===== config.mk =====
export PLATFORM = sky130hd
export DESIGN_NAME = core_mem_subsystem
export DESIGN_NICKNAME = d
export VERILOG_FILES = /design/src/rtl/cache_cfg_pkg.sv /design/src/rtl/mem_if_pkg.sv /design/src/rtl/core_mem_subsystem.sv /design/src/rtl/l2_cache.sv /design/src/rtl/l1_req_arbiter.sv /design/src/rtl/flush_sequencer.sv
export SDC_FILE = /design/constraint.sdc
export NUM_CORES = 2
export LEC_CHECK = 0
export ABC_AREA = 1
export BUFFER_PORTS_ARGS = -buffer_cell sky130_fd_sc_hd__buf_4
export CORE_MARGIN = 1.5
export CORE_UTILIZATION = 63
export CTS_CLUSTER_DIAMETER = 60
export DETAILED_ROUTE_END_ITERATION = 8
export GPL_ROUTABILITY_DRIVEN = 0
export PLACE_DENSITY = 0.85
export SLEW_MARGIN = 10
export SYNTH_ARGS = -nofsm -noshare
export SYNTH_HDL_FRONTEND = slang
export SYNTH_HIERARCHICAL = 1
export SYNTH_SLANG_ARGS = --single-unit

===== constraint.sdc =====
create_clock -name clk -period 14.45 [get_ports clk]
set_input_delay 2.89 -clock clk [delete_from_list [all_inputs] [get_ports clk]]
set_output_delay 2.89 -clock clk [all_outputs]
set_load 0.05 [all_outputs]

===== src/rtl/cache_cfg_pkg.sv =====
`default_nettype none

package cache_cfg_pkg;

   localparam int ADDR_W = 32;
   localparam int LG_LINE_BYTES = 4;  // 16 byte lines
   localparam int LINE_W = 128;
   localparam int LG_L2_SETS = 3;
   localparam int L2_SETS = 1 << LG_L2_SETS;
   localparam int TAG_W = ADDR_W - LG_L2_SETS - LG_LINE_BYTES;

endpackage

`default_nettype wire

===== src/rtl/mem_if_pkg.sv =====
`default_nettype none

package mem_if_pkg;
   import cache_cfg_pkg::*;

   typedef enum logic [3:0] {
      MEM_LOAD  = 4'd0,
      MEM_STORE = 4'd1
   } mem_op_t;

   // line request from either L1
   typedef struct packed {
      logic [ADDR_W-1:0] addr;
      mem_op_t           op;
      logic [LINE_W-1:0] data;  // store data only
   } l1_mem_req_t;

   // request to external memory
   typedef struct packed {
      logic [ADDR_W-1:0] addr;
      mem_op_t           op;
      logic [LINE_W-1:0] data;
   } mem_req_t;

   typedef enum logic {
      CLIENT_L1D = 1'b0,
      CLIENT_L1I = 1'b1
   } l1_client_t;

endpackage

`default_nettype wire


===== src/rtl/core_mem_subsystem.sv =====
`default_nettype none

module core_mem_subsystem
  (
   input  logic                             clk,
   input  logic                             reset,
   input  logic                             l1d_req_valid,
   input  mem_if_pkg::l1_mem_req_t          l1d_req,
   output logic                             l1d_req_ack,
   input  logic                             l1i_req_valid,
   input  mem_if_pkg::l1_mem_req_t          l1i_req,
   output logic                             l1i_req_ack,
   output logic                             l1d_rsp_valid,
   output logic                             l1i_rsp_valid,
   output logic [cache_cfg_pkg::LINE_W-1:0] l1_rsp_data,
   output logic                             mem_req_valid,
   output mem_if_pkg::mem_req_t             mem_req,
   input  logic                             mem_req_ack,
   input  logic                             mem_rsp_valid,
   input  logic [cache_cfg_pkg::LINE_W-1:0] mem_rsp_data,
   input  logic                             flush_req_l1d,
   input  logic                             flush_req_l1i,
   input  logic                             l1d_flush_complete,
   input  logic                             l1i_flush_complete,
   output logic [63:0]                      l2_cache_accesses,
   output logic [63:0]                      l2_cache_hits,
   output logic                             in_flush_mode
   );
   import cache_cfg_pkg::*;
   import mem_if_pkg::*;

   logic l2_req_valid;
   l1_mem_req_t l2_req;
   logic l2_req_ack;
   logic l2_rsp_valid;
   logic [LINE_W-1:0] l2_rsp_data;
   logic l2_flush_start;
   logic l2_flush_complete;

   l1_req_arbiter l1_req_arbiter_inst
     (
      .clk(clk),
      .reset(reset),
      .l1d_req_valid(l1d_req_valid),
      .l1i_req_valid(l1i_req_valid),
      .l1d_req(l1d_req),
      .l1i_req(l1i_req),
      .l1d_req_ack(l1d_req_ack),
      .l1i_req_ack(l1i_req_ack),
      .l1d_rsp_valid(l1d_rsp_valid),
      .l1i_rsp_valid(l1i_rsp_valid),
      .l1_rsp_data(l1_rsp_data),
      .l2_req_valid(l2_req_valid),
      .l2_req(l2_req),
      .l2_req_ack(l2_req_ack),
      .l2_rsp_valid(l2_rsp_valid),
      .l2_rsp_data(l2_rsp_data)
      );

   l2_cache l2_cache_inst
     (
      .clk(clk),
      .reset(reset),
      .l2_req_valid(l2_req_valid),
      .l2_req(l2_req),
      .l2_req_ack(l2_req_ack),
      .l2_rsp_valid(l2_rsp_valid),
      .l2_rsp_data(l2_rsp_data),
      .l2_flush_start(l2_flush_start),
      .l2_flush_complete(l2_flush_complete),
      .mem_req_valid(mem_req_valid),
      .mem_req(mem_req),
      .mem_req_ack(mem_req_ack),
      .mem_rsp_valid(mem_rsp_valid),
      .mem_rsp_data(mem_rsp_data),
      .cache_accesses(l2_cache_accesses),
      .cache_hits(l2_cache_hits)
      );

   flush_sequencer flush_sequencer_inst
     (
      .clk(clk),
      .reset(reset),
      .flush_req_l1d(flush_req_l1d),
      .flush_req_l1i(flush_req_l1i),
      .l1d_flush_complete(l1d_flush_complete),
      .l1i_flush_complete(l1i_flush_complete),
      .l2_flush_complete(l2_flush_complete),
      .l2_flush_start(l2_flush_start),
      .in_flush_mode(in_flush_mode)
      );

endmodule

`default_nettype wire


===== src/rtl/l2_cache.sv =====
`default_nettype none

module l2_cache
  (
   input  logic                             clk,
   input  logic                             reset,
   input  logic                             l2_req_valid,
   input  mem_if_pkg::l1_mem_req_t          l2_req,
   output logic                             l2_req_ack,
   output logic                             l2_rsp_valid,
   output logic [cache_cfg_pkg::LINE_W-1:0] l2_rsp_data,
   input  logic                             l2_flush_start,
   output logic                             l2_flush_complete,
   output logic                             mem_req_valid,
   output mem_if_pkg::mem_req_t             mem_req,
   input  logic                             mem_req_ack,
   input  logic                             mem_rsp_valid,
   input  logic [cache_cfg_pkg::LINE_W-1:0] mem_rsp_data,
   output logic [63:0]                      cache_accesses,
   output logic [63:0]                      cache_hits
   );
   import cache_cfg_pkg::*;
   import mem_if_pkg::*;

   typedef enum logic [2:0] {
      IDLE     = 3'd0,
      LOOKUP   = 3'd1,
      MEM_REQ  = 3'd2,
      MEM_WAIT = 3'd3,
      RESPOND  = 3'd4,
      FLUSH    = 3'd5
   } state_t;

   state_t r_state;
   l1_mem_req_t r_req;
   logic [L2_SETS-1:0] r_valid;
   logic [TAG_W-1:0] r_tag [L2_SETS];
   logic [LINE_W-1:0] r_line [L2_SETS];
   logic [LINE_W-1:0] r_rsp_data;
   logic [LG_L2_SETS-1:0] r_flush_idx;
   logic r_flush_pend;  // start seen while busy
   logic [63:0] r_accesses;
   logic [63:0] r_hits;

   logic [LG_L2_SETS-1:0] w_idx;
   logic [TAG_W-1:0] w_tag;
   logic w_hit;
   logic w_flush_go;
   logic w_accept;

   assign w_idx = r_req.addr[LG_LINE_BYTES +: LG_L2_SETS];
   assign w_tag = r_req.addr[ADDR_W-1 -: TAG_W];
   assign w_hit = r_valid[w_idx] && (r_tag[w_idx] == w_tag);

   // a pending flush beats a new request
   assign w_flush_go = (r_state == IDLE) && (l2_flush_start || r_flush_pend);
   assign w_accept = (r_state == IDLE) && l2_req_valid && !l2_flush_start && !r_flush_pend;

   assign l2_req_ack = w_accept;
   assign l2_rsp_valid = (r_state == RESPOND);
   assign l2_rsp_data = r_rsp_data;
   assign l2_flush_complete = (r_state == FLUSH) && (&r_flush_idx);
   assign mem_req_valid = (r_state == MEM_REQ);
   assign mem_req = '{addr: r_req.addr, op: r_req.op, data: r_req.data};
   assign cache_accesses = r_accesses;
   assign cache_hits = r_hits;

   always_ff @(posedge clk)
   begin
      if (reset)
      begin
         r_state <= IDLE;
         r_valid <= '0;
         r_flush_idx <= '0;
         r_flush_pend <= 1'b0;
         r_accesses <= 64'd0;
         r_hits <= 64'd0;
      end
      else
      begin
         r_flush_pend <= (r_flush_pend || l2_flush_start) && !w_flush_go;
         case (r_state)
            IDLE:
            begin
               if (w_flush_go)
               begin
                  r_state <= FLUSH;
                  r_flush_idx <= '0;
               end
               else if (w_accept)
               begin
                  r_state <= LOOKUP;
                  r_accesses <= r_accesses + 64'd1;
               end
            end
            LOOKUP:
            begin
               if (w_hit)
                  r_hits <= r_hits + 64'd1;
               // stores always go out to memory
               r_state <= (w_hit && (r_req.op == MEM_LOAD)) ? RESPOND : MEM_REQ;
            end
            MEM_REQ:
               if (mem_req_ack)
                  r_state <= MEM_WAIT;
            MEM_WAIT:
            begin
               if (mem_rsp_valid)
               begin
                  r_state <= RESPOND;
                  if (r_req.op == MEM_LOAD)
                     r_valid[w_idx] <= 1'b1;
               end
            end
            RESPOND:
               r_state <= IDLE;
            FLUSH:
            begin
               r_valid[r_flush_idx] <= 1'b0;  // one set per cycle
               r_flush_idx <= r_flush_idx + 1'b1;
               if (&r_flush_idx)
                  r_state <= IDLE;
            end
            default:
               r_state <= IDLE;
         endcase
      end
   end

   always_ff @(posedge clk)
   begin
      if (w_accept)
         r_req <= l2_req;
      case (r_state)
         LOOKUP:
         begin
            if (r_req.op == MEM_STORE)
            begin
               r_rsp_data <= r_req.data;
               if (w_hit)
                  r_line[w_idx] <= r_req.data;  // no allocate on miss
            end
            else
               r_rsp_data <= r_line[w_idx];
         end
         MEM_WAIT:
         begin
            if (mem_rsp_valid && (r_req.op == MEM_LOAD))
            begin
               r_tag[w_idx] <= w_tag;
               r_line[w_idx] <= mem_rsp_data;
               r_rsp_data <= mem_rsp_data;
            end
         end
         default:
         begin
         end
      endcase
   end

endmodule

`default_nettype wire


===== src/rtl/l1_req_arbiter.sv =====
`default_nettype none

module l1_req_arbiter
  (
   input  logic                             clk,
   input  logic                             reset,
   input  logic                             l1d_req_valid,
   input  logic                             l1i_req_valid,
   input  mem_if_pkg::l1_mem_req_t          l1d_req,
   input  mem_if_pkg::l1_mem_req_t          l1i_req,
   output logic                             l1d_req_ack,
   output logic                             l1i_req_ack,
   output logic                             l1d_rsp_valid,
   output logic                             l1i_rsp_valid,
   output logic [cache_cfg_pkg::LINE_W-1:0] l1_rsp_data,
   output logic                             l2_req_valid,
   output mem_if_pkg::l1_mem_req_t          l2_req,
   input  logic                             l2_req_ack,
   input  logic                             l2_rsp_valid,
   input  logic [cache_cfg_pkg::LINE_W-1:0] l2_rsp_data
   );
   import mem_if_pkg::*;

   typedef enum logic [1:0] {
      IDLE    = 2'd0,
      GNT_L1D = 2'd1,
      GNT_L1I = 2'd2
   } state_t;

   state_t r_state;
   l1_client_t r_last_gnt;
   logic r_l2_req_valid;
   logic r_l1d_ack;
   logic r_l1i_ack;
   l1_mem_req_t r_req;
   logic w_pick_l1d;
   logic w_pick_l1i;

   // on a tie the client not served last wins
   assign w_pick_l1d = l1d_req_valid && (!l1i_req_valid || (r_last_gnt == CLIENT_L1I));
   assign w_pick_l1i = l1i_req_valid && !w_pick_l1d;

   assign l1d_req_ack = r_l1d_ack;
   assign l1i_req_ack = r_l1i_ack;
   assign l2_req_valid = r_l2_req_valid;
   assign l2_req = r_req;

   // response goes straight through to the granted client
   assign l1d_rsp_valid = (r_state == GNT_L1D) && l2_rsp_valid;
   assign l1i_rsp_valid = (r_state == GNT_L1I) && l2_rsp_valid;
   assign l1_rsp_data = l2_rsp_data;

   always_ff @(posedge clk)
   begin
      if (reset)
      begin
         r_state <= IDLE;
         r_last_gnt <= CLIENT_L1I;  // first tie goes to l1d
         r_l2_req_valid <= 1'b0;
         r_l1d_ack <= 1'b0;
         r_l1i_ack <= 1'b0;
      end
      else
      begin
         r_l1d_ack <= (r_state == IDLE) && w_pick_l1d;
         r_l1i_ack <= (r_state == IDLE) && w_pick_l1i;
         case (r_state)
            IDLE:
            begin
               if (w_pick_l1d)
               begin
                  r_state <= GNT_L1D;
                  r_last_gnt <= CLIENT_L1D;
                  r_l2_req_valid <= 1'b1;
               end
               else if (w_pick_l1i)
               begin
                  r_state <= GNT_L1I;
                  r_last_gnt <= CLIENT_L1I;
                  r_l2_req_valid <= 1'b1;
               end
            end
            GNT_L1D, GNT_L1I:
            begin
               if (l2_req_ack)
                  r_l2_req_valid <= 1'b0;
               if (l2_rsp_valid)
                  r_state <= IDLE;
            end
            default:
               r_state <= IDLE;
         endcase
      end
   end

   always_ff @(posedge clk)
   begin
      if ((r_state == IDLE) && (w_pick_l1d || w_pick_l1i))
         r_req <= w_pick_l1d ? l1d_req : l1i_req;
   end

   a_rsp_onehot: assert property (@(posedge clk) disable iff (reset)
      !(l1d_rsp_valid && l1i_rsp_valid));

   // request held steady until the L2 takes it
   a_req_hold: assert property (@(posedge clk) disable iff (reset)
      (l2_req_valid && !l2_req_ack) |=> (l2_req_valid && $stable(l2_req)));

endmodule

`default_nettype wire


===== src/rtl/flush_sequencer.sv =====
`default_nettype none

module flush_sequencer
  (
   input  logic clk,
   input  logic reset,
   input  logic flush_req_l1d,
   input  logic flush_req_l1i,
   input  logic l1d_flush_complete,
   input  logic l1i_flush_complete,
   input  logic l2_flush_complete,
   output logic l2_flush_start,
   output logic in_flush_mode
   );

   typedef enum logic [2:0] {
      FLUSH_IDLE       = 3'd0,
      WAIT_FOR_L1D_L1I = 3'd1,
      GOT_L1D          = 3'd2,
      GOT_L1I          = 3'd3,
      FLUSH_L2         = 3'd4
   } flush_state_t;

   flush_state_t r_state, n_state;
   logic r_flush, n_flush;
   logic r_flush_l2, n_flush_l2;

   assign in_flush_mode = r_flush;
   assign l2_flush_start = r_flush_l2;

   always_comb
   begin
      n_state = r_state;
      n_flush = r_flush;
      n_flush_l2 = 1'b0;
      case (r_state)
         FLUSH_IDLE:
         begin
            if (flush_req_l1d || flush_req_l1i)
            begin
               n_state = WAIT_FOR_L1D_L1I;
               n_flush = 1'b1;
            end
         end
         WAIT_FOR_L1D_L1I:
         begin
            if (l1d_flush_complete && l1i_flush_complete)
            begin
               n_state = FLUSH_L2;
               n_flush_l2 = 1'b1;
            end
            else if (l1d_flush_complete)
               n_state = GOT_L1D;
            else if (l1i_flush_complete)
               n_state = GOT_L1I;
         end
         GOT_L1D:  // still missing l1i
         begin
            if (l1i_flush_complete)
            begin
               n_state = FLUSH_L2;
               n_flush_l2 = 1'b1;
            end
         end
         GOT_L1I:
         begin
            if (l1d_flush_complete)
            begin
               n_state = FLUSH_L2;
               n_flush_l2 = 1'b1;
            end
         end
         FLUSH_L2:
         begin
            if (l2_flush_complete)
            begin
               n_state = FLUSH_IDLE;
               n_flush = 1'b0;  // drops next cycle
            end
         end
         default:
            n_state = FLUSH_IDLE;
      endcase
   end

   always_ff @(posedge clk)
   begin
      if (reset)
      begin
         r_state <= FLUSH_IDLE;
         r_flush <= 1'b0;
         r_flush_l2 <= 1'b0;
      end
      else
      begin
         r_state <= n_state;
         r_flush <= n_flush;
         r_flush_l2 <= n_flush_l2;
      end
   end

   // start pulse only on the first cycle in FLUSH_L2
   a_start_on_entry: assert property (@(posedge clk) disable iff (reset)
      l2_flush_start |-> (r_state == FLUSH_L2) && ($past(r_state) != FLUSH_L2));

endmodule

`default_nettype wire


Word level (Yosys, flattened, before mapping)

Memories as Yosys holds them, arrays and structs flattened. A register that Yosys moved wholly into a read port is not among the register bits.
Cells that the tools add are included.

Memory bits (writable): 1224
Input port bits: 466
Logic and storage cells: 170
Output and inout bits: 426
Memories: 2
Bits in registers: 610

Memories:

| memory               | words | bits a word | rd ports | clocked after memory_dff | wr ports | RTL line       | source |
|---|---|---|---|---|---|---|---|
| l2_cache_inst.r_line | 8     | 128         | 1        | 1                        | 1        | l2_cache.sv:38 | `logic [LINE_W-1:0] r_line [L2_SETS];` |
| l2_cache_inst.r_tag  | 8     | 25          | 1        | 1                        | 1        | l2_cache.sv:37 | `logic [TAG_W-1:0] r_tag [L2_SETS];` |

Eq/ne operators: 28
Add/subtract/negate cells: 3
Multiplexer cells: 56
Reductions and logical operators: 51
Bitwise operators: 5
$lt $le $gt $ge: 4

Operators with widths:

| operator              | number |
|---|---|
| $mux 128              | 3 |
| $pmux 128 s2          | 1 |
| $mux 164              | 1 |
| $add 64x1->64 const B | 2 |
| $mux 3                | 16 |
| $pmux 3 s5            | 2 |
| $eq 25x25->1          | 1 |
| $logic_and 1x1->1     | 19 |
| $mux 1                | 19 |
| $mux 8                | 2 |
| $ne 2x1->1 const B    | 8 |
| $pmux 8 s2            | 1 |
| $reduce_and 3->1      | 5 |
| $eq 3x2->1 const B    | 4 |
| $reduce_bool 2->1     | 6 |
| $reduce_and 2->1      | 5 |
| $eq 3x3->1 const B    | 3 |
| $and 8x8->8           | 1 |
| $lt 3x4->1 const B    | 2 |
| $ne 2x2->1 const B    | 4 |
| $not 8->8             | 1 |
| $or 8x8->8            | 1 |
| $demux 1 s3           | 2 |
| $eq 3x1->1 const B    | 2 |
| 24 further kinds      | 36 |

Depth between registers and ports, before layout

Depth after elaboration: 8
Depth in mapped cells: 21
Depth with buffers taken out: 19

Cells and area by module

The synthesis kept the hierarchy.

Modules (own cells, without submodules):

| module          | cells an instance | times used | seq. area each (µm²) | area each (µm²) |
|---|---|---|---|---|
| l2_cache        | 6281              | 1          | 48446.5              | 69489.1 |
| l1_req_arbiter  | 886               | 1          | 5044.8               | 8553.2 |
| flush_sequencer | 49                | 1          | 100.1                | 319.1 |

Worst setup path after synthesis

Ideal clock, no wire load.

Kind: input to register
Start: input port mem_rsp_valid
End: memory l2_cache_inst.r_line[0][0], enable pin
Library setup time: 617 ps
Required time: 13833 ps
Data arrival time: 8820 ps
Path buffers: 1
Stages on the path: 7
Path slack: 5013 ps
Cell sequence: inv_1 -> nor2_1 -> nand2_1 -> clkbuf_1 -> o21ai_0 -> inv_1 -> nor2_1

Longest elaborated chain between the ends: 5

RTL lines:

| item                         | RTL line                 | source |
|---|---|---|
| from (decl)                  | core_mem_subsystem.sv:19 | `input logic mem_rsp_valid,` |
| $logic_and 1x1->1            | l2_cache.sv:148          | `if (mem_rsp_valid && (r_req.op == MEM_LOAD))` |
| $mux 1                       | l2_cache.sv:148          |  |
| $mux 1                       | l2_cache.sv:134          | `case (r_state)` |
| $mux 1 (implied by the code) | l2_cache.sv:151          | `r_line[w_idx] <= mem_rsp_data;` |
| $or 1x1->1 (no source line)  | -                        |  |
| to (decl)                    | l2_cache.sv:38           |  |

Every way passes these cells.

==> qor.yml <==
outcome: "complete, no violations"
synthFlopType: "edfxtp_1"
syn2layout_area_growth_pct: 15.8
post_cts_buffers: 0
rrSetupSlack_ns: 6.80
grt_util_all_layers_pct: 36.3
use_met3_pct: 9.33
grt_pass1_wl_microns: 344000
use_met1_pct: 46.7
coreArea_sq_um: 123000
grt_max_degree: 231
synth.avg_cell_area_sq_um: 10.9
finalWirelength_microns: 235000
cts_tree: "built"
hold_path_class: "reg2reg"
syn_area_sq_um: 78400
synthCells: 7216
postPlaceCellArea_sq_um: 85000
htreeDepth: 4
portBuffers: 891
ioPinCount: 892
synth.area.top_cells: "edfxtp_1, nand2_1, dfxtp_1, nor2_1, o21ai_0"
max_freq_ghz: 0.131
drcViolationCount: 0
ys_types: 46
drt_iter0_drc: 9481
cts_root_buffer: "clkbuf_16"
route.vias.total: 60500
clkLatencyLatePin_ns: 0.84
internal-power_w: 0.0111
drv_slew: 0
ys_seq_area_share_pct: 68.4
fin_ws_ns: 6.80
final_nets: 8264
powerDensity_nw_per_um2: 201
use_met2_pct: 56.0
cts_sinks: 1837
post-route-period-util_pct: 52.9
path_clk_slew_ns: 0.06
overflow: 0
grt_antenna_before_repair: 25
finalHoldViolations: 0
setup_violations: 0
fillers: 7681
finClkSkew_ns: 0.0489
maxSlewHeadroom_pct: 16.7
place_ws_ns: 7.04
maxCapViolations: 0
start_util_pct: 63.5
cp_max_fo: 94
switching_power_w: 0.00718
cp-start-kind: "flip-flop"
num_rows: 129
worstSetupEndpoint: "l2_cache_inst/r_line[7][30]"
finalInstanceArea_sq_um: 90800
synth_seq_cells: 1837
seqPwrFrac_pct: 41.1
critPathArrivalTime_ns: 8.09
vias_per_cell: 6.30
yosysTopAreaCellShare_pct: 64.4
busiest_layer: "met2"
final_antenna_net_count: 0
die_w_microns: 356
grt_pass1_vias: 57500
reg2regPathDepth: 20
tns_ns: 0
die_area_sq_um: 127000
drt_pass1_iterations: 9
die-height_microns: 356
worstReg2RegEnd: "l2_cache_inst/r_line[7][30]"
p_leak_nw: 33.8
cts.path.max_buffers: 3
end_kind: "flip-flop"
synth_top_area_cell: "edfxtp_1"
switching_share_pct: 39.4
peakVddDrop_uv: 200
fin_crit_ns: 7.65
comb_power_share_pct: 33.8
critPathKind: "reg2reg"
rsz0062_at_grt: "false"
cp.required_ns: 14.89
tightest_slew_ns: 1.25
synth_edf_count: 1680
synth_async_sr_flop_share_pct: 0
cts-hold-fix-buffers: 0
drive_gt1_share_pct: 15.7
dp_hpwl_microns: 141000
syn_nets: 7689
wl_per_cell_microns: 24.5
yosysWarningCount: 6
ctsResizeCount: 0
clkPwrFrac_pct: 25.0
cts_buffers: 179
-- worst max-delay path, stage by stage (launching register included) --
cell and delay [ns]:
dfxtp_4 0.74, buf_4 0.88, buf_4 0.85, nor2_1 0.12, nor2_1 0.12, o21ai_0 0.11
nand3_1 0.14, nand2_1 0.14, nand2_1 0.11, nand2_1 0.08, nor2_1 0.10, nand2_1 0.07
nor2_1 0.10, nand2_1 0.07, nor2_2 0.21, nand2_2 0.36, o21ai_0 0.29, inv_1 0.32
nor2_4 0.39, buf_4 0.93, buf_4 0.98
-- flip-flops by register name, indices dropped and copies added (netlist names), 2 cells and up, named ones only --
register                      flops
l2_cache_inst/l2_rsp_data       128
l1_req_arbiter_inst/l2_req      164
flush_sequencer_inst/r_state      3
l1_req_arbiter_inst/r_state       2
l2_cache_inst/r_flush_idx         3
l2_cache_inst/r_line           1024
l2_cache_inst/mem_req           164
l2_cache_inst/cache_accesses     64
l2_cache_inst/r_valid             8
l2_cache_inst/r_state             3
l2_cache_inst/cache_hits         64
l2_cache_inst/r_tag             200
-- cells by family (layout without fill, tap and decap cells) --
group	Yosys count	in the layout	synth area share [%]
compound gates	1163	1163	8.53
flops	1837	1837	68.4
buf+inv	875	1599	5.19
other cells	0	19	0
simple gates	3270	3270	17.1
xor+xnor	64	64	0.715
fa+ha+maj	7	7	0.112
-- routing by layer --
| layer | vias to the layer above | wire length (microns) |
|---|---|---|
| met5 | - | 59 |
| met4 | 10 | 14800 |
| li1 | 26300 | - |
| met1 | 28500 | 81500 |
| met3 | 789 | 31300 |
| met2 | 4779 | 107000 |
-- final cells by class --
| cell class | count | area (sq um) | area share, % |
|---|---|---|---|
| Sequential cell | 1837 | 53600 | 59.1 |
| Clock inverter | 111 | 968 | 1.07 |
| Tap cell | 1637 | 2050 | 2.26 |
| Multi-Input combinational cell | 4504 | 20900 | 23.0 |
| Clock buffer | 219 | 4770 | 5.25 |
| Timing Repair Buffer | 936 | 7140 | 7.87 |
| Antenna cell | 19 | 47.5 | 0.0524 |
| Inverter | 333 | 1300 | 1.43 |
-- power by group through the flow --
stage | Clock, W | Combinational [W] | Sequential, W
4_1_cts | 0.00459 | 0.00604 | 0.00748
2_1_floorplan | 0 | 0.00389 | 0.00778
3_3_place_gp | 0 | 0.00578 | 0.00756
3_5_place_dp | 0 | 0.00596 | 0.00758
6_report | 0.00456 | 0.00617 | 0.00750
5_1_grt | 0.00480 | 0.00654 | 0.00754
-- how the worst min path moves through the flow --
stage / startpoint / to / slack (ns) / cells after the start
floorplan: l1_req_arbiter_inst/l2_req[0] / l2_cache_inst/mem_req[0] / 0.40 / 0
global placement: l1_req_arbiter_inst/l2_req[31] / l2_cache_inst/mem_req[31] / 0.40 / 0
detailed placement: l1_req_arbiter_inst/l2_req[102] / l2_cache_inst/mem_req[102] / 0.40 / 0
CTS: l1_req_arbiter_inst/l2_req[8] / l2_cache_inst/mem_req[8] / 0.41 / 0
global route: l1_req_arbiter_inst/l2_req[43] / l2_cache_inst/mem_req[43] / 0.41 / 0
finish: l1_req_arbiter_inst/l2_req[8] / l2_cache_inst/mem_req[8] / 0.41 / 0
-- cells in the mapped netlist (81+ instances only) --
cell type / instances
nand2_1: 1783
edfxtp_1: 1680
nor2_1: 824
o21ai_0: 469
nand3_1: 354
a21oi_1: 322
inv_1: 322
clkbuf_1: 250
buf_4: 159
dfxtp_1: 157
nor3_1: 154
buf_2: 104
a211oi_1: 93
nand4_1: 93
a31oi_1: 81
-- cell usage in the layout (no fill, tap or decap), types with 5 or more instances in the layout --
master	count
inv_1	318
nand3b_1	12
buf_4	926
a211oi_1	93
clkinv_2	35
inv_8	5
nand3_1	354
o22ai_1	67
nor4_1	18
buf_12	9
nor2_4	19
nor2_1	808
o311ai_0	29
dfxtp_1	154
nor3_1	150
diode_2	19
a31oi_1	81
inv_2	6
a221oi_1	49
clkinv_16	5
nand4_1	93
o21ai_0	469
nand2_1	1781
clkbuf_1	32
clkbuf_16	184
o211ai_1	5
o221ai_1	29
o21ai_1	9
clkinv_1	46
edfxtp_1	1680
a21oi_1	322
inv_6	9
nor2_2	6
xor2_1	47
ha_1	7
bufinv_16	11
nor3_2	6
xnor2_1	17
-- through the flow --
step	power (W)	utilization (%)	hold slack, ns	instances
finish	0.0182	73.5	0.406	9596
global route	0.0189	73.5	0.411	9590
CTS	0.0181	73.5	0.406	9577
detailed placement	0.0135	68.8	0.405	9247
global placement	0.0133	68.8	0.400	9247
floorplan	0.0117	-	0.400	7216
(Power assumes the default switching activity.)
